$ cat src/verilog/fm_synth_consts.svh
`ifndef FM_SYNTH_CONSTS_SVH
`define FM_SYNTH_CONSTS_SVH

// Voice layout
`define FM_VOICES     8
`define FM_OPERATORS  4

// One slot per clock, so one frame is 32 clocks
`define FM_SLOTS      32

// Slot index is {operator[1:0], voice[2:0]}
`define FM_SLOT_W     5

// Frames between envelope level steps
`define FM_ENV_DIV    4

// 13-bit envelope ceiling
`define FM_ENV_MAX    13'd8191

// Issue to mixer latency in clocks
`define FM_PIPE_DEPTH 4

`endif
$ cat src/verilog/fm_synth_pkg.sv
`include "fm_synth_consts.svh"

package fm_synth_pkg;

    // Register write opcodes after address decode
    typedef enum logic [3:0] {
        PHASE_HI,
        PHASE_LO,
        WAVE,
        ATTACK_RATE,
        DECAY_RATE,
        SUSTAIN_LEVEL,
        RELEASE_RATE,
        NOTE_ON,
        NONE
    } reg_op_t;

    // Waveform kinds, encoded as data bits [1:0] of a WAVE write
    typedef enum logic [1:0] {
        WAVE_OFF,
        WAVE_SAW,
        WAVE_SQUARE,
        WAVE_TRI
    } wave_t;

    // Envelope FSM states
    typedef enum logic [2:0] {
        ENV_MUTE,
        ENV_ATTACK,
        ENV_DECAY,
        ENV_SUSTAIN,
        ENV_RELEASE
    } env_state_t;

    // One decoded register write
    typedef struct packed {
        logic                  valid;
        reg_op_t               op;
        logic [`FM_SLOT_W-1:0] slot;
        logic [7:0]            data;
    } reg_write_t;

    // One slot result on its way to the mixer
    typedef struct packed {
        logic                  valid;
        logic [`FM_SLOT_W-1:0] slot;
        logic signed [15:0]    value;
    } slot_out_t;

endpackage

$ cat src/verilog/fm_synth.sv
`timescale 1ns/100ps

module fm_synth (
    input  logic               i_Clock,
    input  logic               i_rst_n,
    input  logic               i_reg_valid,
    input  logic [15:0]        i_reg_addr,
    input  logic [7:0]         i_reg_data,
    input  logic               i_sample_ready,
    output logic signed [15:0] o_sample,
    output logic               o_sample_valid,
    output logic               o_overrun
);

    fm_synth_pkg::reg_write_t write_cmd;
    fm_synth_pkg::slot_out_t  slot_out;

    // Address decode, one cycle
    fm_reg_decode u_decode (
        .i_Clock     (i_Clock),
        .i_rst_n     (i_rst_n),
        .i_reg_valid (i_reg_valid),
        .i_reg_addr  (i_reg_addr),
        .i_reg_data  (i_reg_data),
        .o_write     (write_cmd)
    );

    // Slot processing
    fm_operator_pipe u_pipe (
        .i_Clock (i_Clock),
        .i_rst_n (i_rst_n),
        .i_write (write_cmd),
        .o_slot  (slot_out)
    );

    // Frame sum and sample handshake
    fm_sample_mixer u_mixer (
        .i_Clock        (i_Clock),
        .i_rst_n        (i_rst_n),
        .i_slot         (slot_out),
        .i_sample_ready (i_sample_ready),
        .o_sample       (o_sample),
        .o_sample_valid (o_sample_valid),
        .o_overrun      (o_overrun)
    );

endmodule

$ cat src/verilog/fm_sample_mixer.sv
`timescale 1ns/100ps
`include "fm_synth_consts.svh"

module fm_sample_mixer (
    input  logic                    i_Clock,
    input  logic                    i_rst_n,
    input  fm_synth_pkg::slot_out_t i_slot,
    input  logic                    i_sample_ready,
    output logic signed [15:0]      o_sample,
    output logic                    o_sample_valid,
    output logic                    o_overrun
);

    // 21 bits hold 32 full-scale slots
    logic signed [20:0] acc;
    logic signed [20:0] slot_ext;
    logic signed [20:0] sum_next;
    logic               frame_done;

    assign slot_ext = {{5{i_slot.value[15]}}, i_slot.value};

    // Slot 0 restarts the sum
    assign sum_next = (i_slot.slot == '0) ? slot_ext : acc + slot_ext;

    assign frame_done = i_slot.valid && (i_slot.slot == `FM_SLOT_W'(`FM_SLOTS - 1));

    always_ff @(posedge i_Clock) begin
        if (i_slot.valid) begin
            acc <= sum_next;
        end
    end

    always_ff @(posedge i_Clock) begin
        if (!i_rst_n) begin
            o_sample_valid <= 1'b0;
            o_overrun      <= 1'b0;
        end else if (frame_done) begin
            if (!o_sample_valid || i_sample_ready) begin
                // Bits 20:5 are the sum shifted right by 5
                o_sample       <= sum_next[20:5];
                o_sample_valid <= 1'b1;
            end else begin
                // Held sample stays, new frame is lost
                o_overrun <= 1'b1;
            end
        end else if (i_sample_ready) begin
            o_sample_valid <= 1'b0;
        end
    end

    // Stalled sample holds value and valid
    a_hold_stable: assert property (@(posedge i_Clock) disable iff (!i_rst_n)
        o_sample_valid && !i_sample_ready |=> o_sample_valid && $stable(o_sample));

endmodule

$ cat src/verilog/fm_operator_pipe.sv
`timescale 1ns/100ps
`include "fm_synth_consts.svh"

module fm_operator_pipe (
    input  logic                     i_Clock,
    input  logic                     i_rst_n,
    input  fm_synth_pkg::reg_write_t i_write,
    output fm_synth_pkg::slot_out_t  o_slot
);

    localparam int DIV_W   = $clog2(`FM_ENV_DIV);
    localparam int VOICE_W = $clog2(`FM_VOICES);

    // Slot counter and frame divider
    logic [`FM_SLOT_W-1:0] slot_cnt;
    logic [DIV_W-1:0]      frame_div;
    logic                  env_step;

    // Per-slot configuration
    logic [15:0]         phase_step    [`FM_SLOTS];
    fm_synth_pkg::wave_t wave_sel      [`FM_SLOTS];
    logic [7:0]          attack_rate   [`FM_SLOTS];
    logic [7:0]          decay_rate    [`FM_SLOTS];
    logic [7:0]          sustain_level [`FM_SLOTS];
    logic [7:0]          release_rate  [`FM_SLOTS];
    logic                note_on       [`FM_VOICES];
    logic [15:0]         phase_acc     [`FM_SLOTS];

    // Pipeline registers named by stage suffix
    logic [15:0]           phase_s1;
    fm_synth_pkg::wave_t   wave_s1;
    logic [12:0]           level_s1;
    logic signed [15:0]    wave_val_s2;
    logic [12:0]           level_s2;
    logic signed [29:0]    product_s3;
    logic [`FM_SLOT_W-1:0] slot_s1;
    logic [`FM_SLOT_W-1:0] slot_s2;
    logic [`FM_SLOT_W-1:0] slot_s3;
    logic                  valid_s1;
    logic                  valid_s2;
    logic                  valid_s3;

    // Envelope steps during every FM_ENV_DIV-th frame
    assign env_step = (frame_div == DIV_W'(`FM_ENV_DIV - 1));

    // Register writes
    always_ff @(posedge i_Clock) begin
        if (!i_rst_n) begin
            for (int i = 0; i < `FM_SLOTS; i++) begin
                phase_step[i]    <= '0;
                wave_sel[i]      <= fm_synth_pkg::WAVE_OFF;
                attack_rate[i]   <= '0;
                decay_rate[i]    <= '0;
                sustain_level[i] <= '0;
                release_rate[i]  <= '0;
            end
            for (int v = 0; v < `FM_VOICES; v++) begin
                note_on[v] <= 1'b0;
            end
        end else if (i_write.valid) begin
            case (i_write.op)
                fm_synth_pkg::PHASE_HI:      phase_step[i_write.slot][15:8] <= i_write.data;
                fm_synth_pkg::PHASE_LO:      phase_step[i_write.slot][7:0] <= i_write.data;
                fm_synth_pkg::WAVE:
                    wave_sel[i_write.slot] <= fm_synth_pkg::wave_t'(i_write.data[1:0]);
                fm_synth_pkg::ATTACK_RATE:   attack_rate[i_write.slot] <= i_write.data;
                fm_synth_pkg::DECAY_RATE:    decay_rate[i_write.slot] <= i_write.data;
                fm_synth_pkg::SUSTAIN_LEVEL: sustain_level[i_write.slot] <= i_write.data;
                fm_synth_pkg::RELEASE_RATE:  release_rate[i_write.slot] <= i_write.data;
                // Voice is the low slot bits
                fm_synth_pkg::NOTE_ON:
                    note_on[i_write.slot[VOICE_W-1:0]] <= i_write.data[0];
                default: ;
            endcase
        end
    end

    // Stage 0 issues the slot and advances its phase once per frame
    always_ff @(posedge i_Clock) begin
        if (!i_rst_n) begin
            slot_cnt  <= '0;
            frame_div <= '0;
            for (int i = 0; i < `FM_SLOTS; i++) begin
                phase_acc[i] <= '0;
            end
        end else begin
            slot_cnt <= slot_cnt + 1'b1;
            if (slot_cnt == `FM_SLOT_W'(`FM_SLOTS - 1)) begin
                frame_div <= (env_step) ? '0 : frame_div + 1'b1;
            end
            phase_acc[slot_cnt] <= phase_acc[slot_cnt] + phase_step[slot_cnt];
        end
    end

    // Stage 1 payload
    always_ff @(posedge i_Clock) begin
        phase_s1 <= phase_acc[slot_cnt];
        wave_s1  <= wave_sel[slot_cnt];
        slot_s1  <= slot_cnt;
    end

    // Envelope level arrives aligned with stage 1
    fm_envelope u_envelope (
        .i_Clock         (i_Clock),
        .i_rst_n         (i_rst_n),
        .i_slot          (slot_cnt),
        .i_step          (env_step),
        .i_note_on       (note_on[slot_cnt[VOICE_W-1:0]]),
        .i_attack_rate   (attack_rate[slot_cnt]),
        .i_decay_rate    (decay_rate[slot_cnt]),
        .i_sustain_level (sustain_level[slot_cnt]),
        .i_release_rate  (release_rate[slot_cnt]),
        .o_level         (level_s1)
    );

    // Stage 2 waveform value
    fm_waveform u_waveform (
        .i_Clock (i_Clock),
        .i_phase (phase_s1),
        .i_wave  (wave_s1),
        .o_value (wave_val_s2)
    );

    // Stages 2 to 4 align the level, multiply, then scale
    always_ff @(posedge i_Clock) begin
        level_s2   <= level_s1;
        slot_s2    <= slot_s1;
        product_s3 <= wave_val_s2 * $signed({1'b0, level_s2});
        slot_s3    <= slot_s2;
        o_slot.slot <= slot_s3;
        // Bits 28:13 are the product shifted right by 13
        o_slot.value <= product_s3[28:13];
    end

    // Valid marks slots issued since reset
    always_ff @(posedge i_Clock) begin
        if (!i_rst_n) begin
            valid_s1     <= 1'b0;
            valid_s2     <= 1'b0;
            valid_s3     <= 1'b0;
            o_slot.valid <= 1'b0;
        end else begin
            valid_s1     <= 1'b1;
            valid_s2     <= valid_s1;
            valid_s3     <= valid_s2;
            o_slot.valid <= valid_s3;
        end
    end

    // Slot tag and its value both come from the slot issued FM_PIPE_DEPTH clocks back
    // A slot issued with its waveform off must arrive silent
    a_slot_delay: assert property (@(posedge i_Clock) disable iff (!i_rst_n)
        o_slot.valid |-> o_slot.slot == $past(slot_cnt, `FM_PIPE_DEPTH)
            && ($past(wave_s1, `FM_PIPE_DEPTH - 1) != fm_synth_pkg::WAVE_OFF
                || o_slot.value == '0));

endmodule

$ cat src/verilog/fm_waveform.sv
`timescale 1ns/100ps

module fm_waveform (
    input  logic                i_Clock,
    input  logic [15:0]         i_phase,
    input  fm_synth_pkg::wave_t i_wave,
    output logic signed [15:0]  o_value
);

    logic signed [15:0] saw;
    logic signed [15:0] square;
    logic signed [16:0] tri_wide;
    logic [14:0]        fold;

    // Saw is phase minus half scale, so flip the top bit
    assign saw = {~i_phase[15], i_phase[14:0]};

    // Symmetric square, no -32768
    assign square = i_phase[15] ? -16'sd32767 : 16'sd32767;

    // Fold the second half back down
    assign fold = i_phase[15] ? ~i_phase[14:0] : i_phase[14:0];

    // Twice the fold minus 32767 spans +/-32767
    assign tri_wide = $signed({1'b0, fold, 1'b0}) - 17'sd32767;

    always_ff @(posedge i_Clock) begin
        case (i_wave)
            fm_synth_pkg::WAVE_SAW:    o_value <= saw;
            fm_synth_pkg::WAVE_SQUARE: o_value <= square;
            fm_synth_pkg::WAVE_TRI:    o_value <= tri_wide[15:0];
            default:                   o_value <= '0;
        endcase
    end

endmodule

$ cat src/verilog/fm_envelope.sv
`timescale 1ns/100ps
`include "fm_synth_consts.svh"

module fm_envelope (
    input  logic                  i_Clock,
    input  logic                  i_rst_n,
    input  logic [`FM_SLOT_W-1:0] i_slot,
    input  logic                  i_step,
    input  logic                  i_note_on,
    input  logic [7:0]            i_attack_rate,
    input  logic [7:0]            i_decay_rate,
    input  logic [7:0]            i_sustain_level,
    input  logic [7:0]            i_release_rate,
    output logic [12:0]           o_level
);

    // Per-slot state and level
    fm_synth_pkg::env_state_t state_mem [`FM_SLOTS];
    logic [12:0]              level_mem [`FM_SLOTS];

    fm_synth_pkg::env_state_t state_cur;
    fm_synth_pkg::env_state_t state_nxt;
    logic [12:0]              level_cur;
    logic [12:0]              level_nxt;
    logic [12:0]              target;
    logic [13:0]              attack_sum;

    assign state_cur = state_mem[i_slot];
    assign level_cur = level_mem[i_slot];

    // Sustain target is the 8-bit level in the top bits
    assign target = {i_sustain_level, 5'b0};

    // One extra bit to catch overflow past the ceiling
    assign attack_sum = {1'b0, level_cur} + {6'b0, i_attack_rate};

    always_comb begin
        state_nxt = state_cur;
        level_nxt = level_cur;
        case (state_cur)
            fm_synth_pkg::ENV_ATTACK: begin
                if (!i_note_on) begin
                    state_nxt = fm_synth_pkg::ENV_RELEASE;
                end else if (level_cur == `FM_ENV_MAX) begin
                    state_nxt = fm_synth_pkg::ENV_DECAY;
                end else if (i_step) begin
                    // Saturate at the ceiling
                    level_nxt = (attack_sum > `FM_ENV_MAX) ? `FM_ENV_MAX : attack_sum[12:0];
                end
            end
            fm_synth_pkg::ENV_DECAY: begin
                if (!i_note_on) begin
                    state_nxt = fm_synth_pkg::ENV_RELEASE;
                end else if (level_cur <= target) begin
                    state_nxt = fm_synth_pkg::ENV_SUSTAIN;
                end else if (i_step) begin
                    // Clamp at the sustain target
                    if (level_cur - target < {5'b0, i_decay_rate}) begin
                        level_nxt = target;
                    end else begin
                        level_nxt = level_cur - {5'b0, i_decay_rate};
                    end
                end
            end
            fm_synth_pkg::ENV_SUSTAIN: begin
                if (!i_note_on) begin
                    state_nxt = fm_synth_pkg::ENV_RELEASE;
                end else if (i_step) begin
                    level_nxt = target;
                end
            end
            fm_synth_pkg::ENV_RELEASE: begin
                if (level_cur == '0) begin
                    state_nxt = fm_synth_pkg::ENV_MUTE;
                end else if (i_step) begin
                    // Floor at zero
                    if ({5'b0, i_release_rate} > level_cur) begin
                        level_nxt = '0;
                    end else begin
                        level_nxt = level_cur - {5'b0, i_release_rate};
                    end
                end
            end
            default: begin
                // Mute stays silent until note on
                level_nxt = '0;
                if (i_note_on) begin
                    state_nxt = fm_synth_pkg::ENV_ATTACK;
                end
            end
        endcase
    end

    // Write back the addressed slot and send its level one cycle later
    always_ff @(posedge i_Clock) begin
        if (!i_rst_n) begin
            for (int i = 0; i < `FM_SLOTS; i++) begin
                state_mem[i] <= fm_synth_pkg::ENV_MUTE;
                level_mem[i] <= '0;
            end
            o_level <= '0;
        end else begin
            state_mem[i_slot] <= state_nxt;
            level_mem[i_slot] <= level_nxt;
            o_level           <= level_nxt;
        end
    end

    // Attack stops at the ceiling and never wraps past it
    a_level_max: assert property (@(posedge i_Clock) disable iff (!i_rst_n)
        state_cur == fm_synth_pkg::ENV_ATTACK |-> level_nxt >= level_cur);

    // A slot read back in mute was left there at level zero
    a_mute_zero: assert property (@(posedge i_Clock) disable iff (!i_rst_n)
        state_cur == fm_synth_pkg::ENV_MUTE |-> level_cur == '0);

endmodule

$ cat src/verilog/fm_reg_decode.sv
`timescale 1ns/100ps
`include "fm_synth_consts.svh"

module fm_reg_decode (
    input  logic                     i_Clock,
    input  logic                     i_rst_n,
    input  logic                     i_reg_valid,
    input  logic [15:0]              i_reg_addr,
    input  logic [7:0]               i_reg_data,
    output fm_synth_pkg::reg_write_t o_write
);

    // Address fields: scope, parameter, operator, voice
    logic [1:0] scope;
    logic [5:0] param;
    logic [2:0] oper;
    logic [4:0] voice;
    logic       oper_ok;
    logic       voice_ok;

    fm_synth_pkg::reg_op_t op;

    assign scope = i_reg_addr[15:14];
    assign param = i_reg_addr[13:8];
    assign oper  = i_reg_addr[7:5];
    assign voice = i_reg_addr[4:0];

    // Only operators 0..3 and voices 0..7 exist
    assign oper_ok  = (oper < `FM_OPERATORS);
    assign voice_ok = (voice < `FM_VOICES);

    always_comb begin
        op = fm_synth_pkg::NONE;
        if (scope == 2'b11 && oper_ok && voice_ok) begin
            // Operator scope
            case (param)
                6'h00:   op = fm_synth_pkg::PHASE_HI;
                6'h01:   op = fm_synth_pkg::PHASE_LO;
                6'h02:   op = fm_synth_pkg::WAVE;
                6'h03:   op = fm_synth_pkg::ATTACK_RATE;
                6'h04:   op = fm_synth_pkg::DECAY_RATE;
                6'h05:   op = fm_synth_pkg::SUSTAIN_LEVEL;
                6'h06:   op = fm_synth_pkg::RELEASE_RATE;
                default: op = fm_synth_pkg::NONE;
            endcase
        end else if (scope == 2'b10 && param == 6'h00 && voice_ok) begin
            // Voice scope, operator field is don't care
            op = fm_synth_pkg::NOTE_ON;
        end
    end

    // Register the command, storage sees it one cycle later
    always_ff @(posedge i_Clock) begin
        if (!i_rst_n) begin
            o_write.valid <= 1'b0;
            o_write.op    <= fm_synth_pkg::NONE;
        end else begin
            o_write.valid <= i_reg_valid;
            o_write.op    <= op;
        end
        // Slot packs as {operator, voice}
        o_write.slot <= {oper[1:0], voice[2:0]};
        o_write.data <= i_reg_data;
    end

endmodule

$ cat config.mk
export PLATFORM = sky130hd
export DESIGN_NAME = fm_synth
export DESIGN_NICKNAME = d
export VERILOG_FILES = /design/src/verilog/fm_synth_pkg.sv /design/src/verilog/fm_synth.sv /design/src/verilog/fm_sample_mixer.sv /design/src/verilog/fm_operator_pipe.sv /design/src/verilog/fm_waveform.sv /design/src/verilog/fm_envelope.sv /design/src/verilog/fm_reg_decode.sv
export VERILOG_INCLUDE_DIRS = /design/src /design/src/verilog
export SDC_FILE = /design/constraint.sdc
export NUM_CORES = 2
export LEC_CHECK = 0
export ABC_AREA = 0
export BUFFER_PORTS_ARGS = -buffer_cell sky130_fd_sc_hd__buf_2
export CORE_UTILIZATION = 40
export DETAILED_ROUTE_END_ITERATION = 10
export HOLD_SLACK_MARGIN = 0.1
export SLEW_MARGIN = 20
export SYNTH_ARGS = -nofsm -noshare
export SYNTH_HDL_FRONTEND = slang
export SYNTH_SLANG_ARGS = --single-unit
$ cat constraint.sdc
create_clock -name i_Clock -period 9.3 [get_ports i_Clock]
set_input_delay 1.395 -clock i_Clock [delete_from_list [all_inputs] [get_ports i_Clock]]
set_output_delay 1.395 -clock i_Clock [all_outputs]
set_load 0.005 [all_outputs]
==> impl_metrics.ini <==
[status]
status = finished, final reports clean

[timing]
finalSetupTns_ps = 0
clock_skew_ps = 78.56
grt_setup_unrepaired = no
drv_slew = 0
max_freq_mhz = 130.6
setup_viol = 0
final_hold_viol_count = 0
worstMarginPinSlew_ps = 1210
min_period_ps = 7656
slew_headroom_pct = 19.05
period_share_pct = 82.32

[global_routing]
grt_usage_pct = 23.88
grt_first_pass_wirelength_mm = 599.3
grt_pass1_vias = 86253
grt_overflow = 0
antenna_found_initial = 21
grt_max_degree = 288

[cts]
clk_latency_ps = 900
clockBufferDepth = 4
cts.sinks = 2812
post_cts_resize_count = 0
root_buffer = clkbuf_16
clk_pin_slew_worst_paths_ps = 60
numCtsBuffers = 301
cts_hold_buf = 0
cts_setup_buffers = 0
cts.htree.levels = 5
cts_tree = done

[final_layout]
final_nets = 10008
synthToLayoutAreaGrowth_pct = 10.28
design_area_sq_mm = 0.1492
drive_gt1_share_pct = 14.53

[setup_path]
crit_path_max_fanout = 44
end_kind = register
worstReg2RegStart = u_pipe.slot_cnt[1]$_SDFF_PN0_
rr_worst_depth = 16
r2r_slack_ps = 1640
worstReg2RegEnd = u_pipe.u_envelope.level_mem[13][9]$_SDFFCE_PN0P_
arrival_ps = 8190
required_ps = 9830
path_class = reg2reg
cp-start-kind = register

[power_and_ir_drop]
switching_share_pct = 26.74
power_switching_mw = 8.134
clkPwrFrac_pct = 38.4
p_comb_share_pct = 13.2
p_leak_nw = 58.73
seqPwrFrac_pct = 48.4
intPower_mw = 22.29
powerDensity_mw_per_mm2 = 203.8
ir_drop_uv = 192.3

[place]
place.gp.congestion = 0.9081
dp_hpwl_mm = 248.3
dpl-instance-area_sq_mm = 0.1397
port_buffers = 45

[synthesis]
ys_ff_latch = 2812
synth_cell_types = 96
synth.top_cell.area_share_pct = 59.04
synth_flop_cell = edfxtp_1
synth_edf_count = 2661
async_flop_share_pct = 0
ys_seq_area_share_pct = 61.28
synth_fp_nets = 10479
netlist_area_sq_mm = 0.1353
netlist_instances = 10103
avgSynthCellArea_sq_um = 13.40
synth_warnings = 0
yosysTopAreaCell = edfxtp_1
synth.area.top_cells = edfxtp_1, mux4_2, and3_1

[floorplan]
num_io_pins = 46
die_h_microns = 583.7
start_util_pct = 40.21
coreArea_sq_mm = 0.3366
die_width_microns = 583.7
dieArea_sq_mm = 0.3407
num_rows = 213

[hold_path]
min_path_cells = 0
hold_path_end = u_pipe.o_slot[14]$_DFF_P_
hold_start = u_pipe.product_s3[27]$_DFF_P_
hp-class = reg2reg

[route]
wl_mm = 415.6
final_antenna_net_count = 0
num_vias = 87290
drtIter0Drc = 11208
vias_per_cell = 6.056
drc_errors = 0
avgRoutedWirePerCell_microns = 28.83
drtPass1Iterations = 6

[job]
max_cap_viol_count = 0
[routing by layer]
| layer | GRT usage [%] | share of wire [%] | vias to the layer above |
|---|---|---|---|
| met2 | 39.18 | 48 | 4678 |
| met4 | 10.03 | 4.6 | 6 |
| li1 | - | - | 36835 |
| met5 | 0 | 0.0091 | - |
| met1 | 31.70 | 39 | 44889 |
| met3 | 3.561 | 9.0 | 882 |
[how the worst max path moves through the flow]
| stage | startpoint | end | slack (ps) | cells after the start |
|---|---|---|---|---|
| after floorplan | u_pipe.u_waveform.o_value[15]$_DFF_P_ | u_pipe.product_s3[28]$_DFF_P_ | 3340 | 20 |
| after global placement | u_pipe.slot_cnt[0]$_SDFF_PN0_ | u_pipe.u_envelope.level_mem[12][9]$_SDFFCE_PN0P_ | 1760 | 15 |
| after detailed placement | u_pipe.slot_cnt[1]$_SDFF_PN0_ | u_pipe.u_envelope.level_mem[24][9]$_SDFFCE_PN0P_ | 2080 | 16 |
| after CTS | u_pipe.slot_cnt[1]$_SDFF_PN0_ | u_pipe.u_envelope.level_mem[7][9]$_SDFFCE_PN0P_ | 1980 | 16 |
| after global routing | u_pipe.slot_cnt[1]$_SDFF_PN0_ | u_pipe.u_envelope.level_mem[7][9]$_SDFFCE_PN0P_ | 1540 | 16 |
| final | u_pipe.slot_cnt[1]$_SDFF_PN0_ | u_pipe.u_envelope.level_mem[13][9]$_SDFFCE_PN0P_ | 1640 | 16 |
[flip-flops by register name (all words and copies together) (netlist names), 21 cells and up]
signal and flops:
u_pipe.phase_acc 512, u_pipe.phase_step 512, u_pipe.u_envelope.level_mem 416, u_pipe.attack_rate 256, u_pipe.decay_rate 256, u_pipe.release_rate 256
u_pipe.sustain_level 256, u_pipe.u_envelope.state_mem 96, u_pipe.wave_sel 64, u_pipe.o_slot 22, u_mixer.acc 21
[cell type report]
class                      instances  area, sq um
antenna                           37        92.59
clock buffer                     403         8214
clock inverter                   130         1130
fill                           29915       187300
inverter                         288         1081
multi-input combinational       5929        47660
sequential                      2812        82970
tap                             4515         5649
timing repair buffer             300         2447
[cells by family after synthesis]
family | Yosys count | synth area share, %
buf+inv | 1362 | 4.063
mux | 811 | 10.85
flops | 2812 | 61.28
fa+ha+maj | 348 | 4.343
compound gates | 1034 | 4.956
xor+xnor | 81 | 0.5242
simple gates | 3655 | 13.99
[synth_stat cells (6+ instances only)]
| cell type | count |
|---|---|
| nor2_1 | 938 |
| nor3b_1 | 6 |
| o21bai_1 | 8 |
| or2_2 | 8 |
| o31ai_1 | 12 |
| nand4_1 | 62 |
| fa_1 | 203 |
| a21oi_1 | 348 |
| buf_6 | 12 |
| and4_1 | 17 |
| o211ai_1 | 19 |
| a21boi_0 | 7 |
| o22ai_1 | 131 |
| a22o_1 | 38 |
| nor2b_1 | 19 |
| nor3_1 | 36 |
| nor4_1 | 31 |
| mux2i_1 | 278 |
| and3_1 | 1551 |
| a21o_1 | 21 |
| nand2b_1 | 21 |
| a22oi_1 | 240 |
| xor2_1 | 23 |
| a211oi_1 | 14 |
| xnor2_1 | 58 |
| and2_1 | 116 |
| a311oi_1 | 7 |
| nor4_2 | 13 |
| mux4_2 | 523 |
| buf_4 | 30 |
| mux2_2 | 9 |
| dfxtp_1 | 151 |
| o21a_1 | 14 |
| inv_1 | 287 |
| buf_1 | 43 |
| edfxtp_1 | 2661 |
| buf_2 | 145 |
| a31oi_1 | 14 |
| clkbuf_1 | 842 |
| o21ai_0 | 94 |
| nand3_1 | 73 |
| or3_1 | 15 |
| nand2_1 | 708 |
| ha_1 | 145 |
[placed cells by master, fill, tap and decap left out, drive strengths merged, types with 116 or more instances in the layout]
cell type / instances
mux4: 523
buf: 300
and2: 116
fa: 203
a21oi: 349
a22oi: 240
and3: 1551
dfxtp: 151
mux2i: 278
edfxtp: 2661
nor2: 939
o22ai: 131
clkbuf: 403
ha: 145
nand2: 709
inv: 300
[power by group through the flow]
stage / Clock (mW) / Sequential [mW] / Combinational (mW)
global placement: 0 / 15.0 / 3.92
CTS: 11.8 / 14.7 / 3.98
finish: 11.7 / 14.7 / 4.03
detailed placement: 0 / 15.0 / 3.97
global route: 12.2 / 14.8 / 4.31
floorplan: 0 / 14.7 / 2.76
[worst max-delay path, cell delays in order, from the launching register on]
cell and delay [ps]:
dfxtp_4 960, buf_12 380, buf_4 540, mux2i_1 420, o22ai_1 160, nor4_2 1020
nand2_1 520, ha_1 490, nor2_1 220, a211oi_1 100, a311oi_1 550, nand2_1 490
a21oi_1 240, o21ai_0 140, a311oi_4 320, buf_4 410, a21oi_1 120
[metrics by stage]
stage          utilization [%]  hold slack, ps  instances  power (mW)  setup WS, ps
3_3_place_gp             41.50           311.8      13840       18.87          1764
4_1_cts                  44.29           325.7      14375       30.48          1983
3_5_place_dp             41.51           312.1      13842       18.96          2079
5_1_grt                  44.34           329.2      14409       31.30          1543
2_1_floorplan                -           309.6      10103       17.50          3345
6_report                 44.34           320.4      14414       30.42          1644
Note: power is estimated with default switching activity, not from simulation.
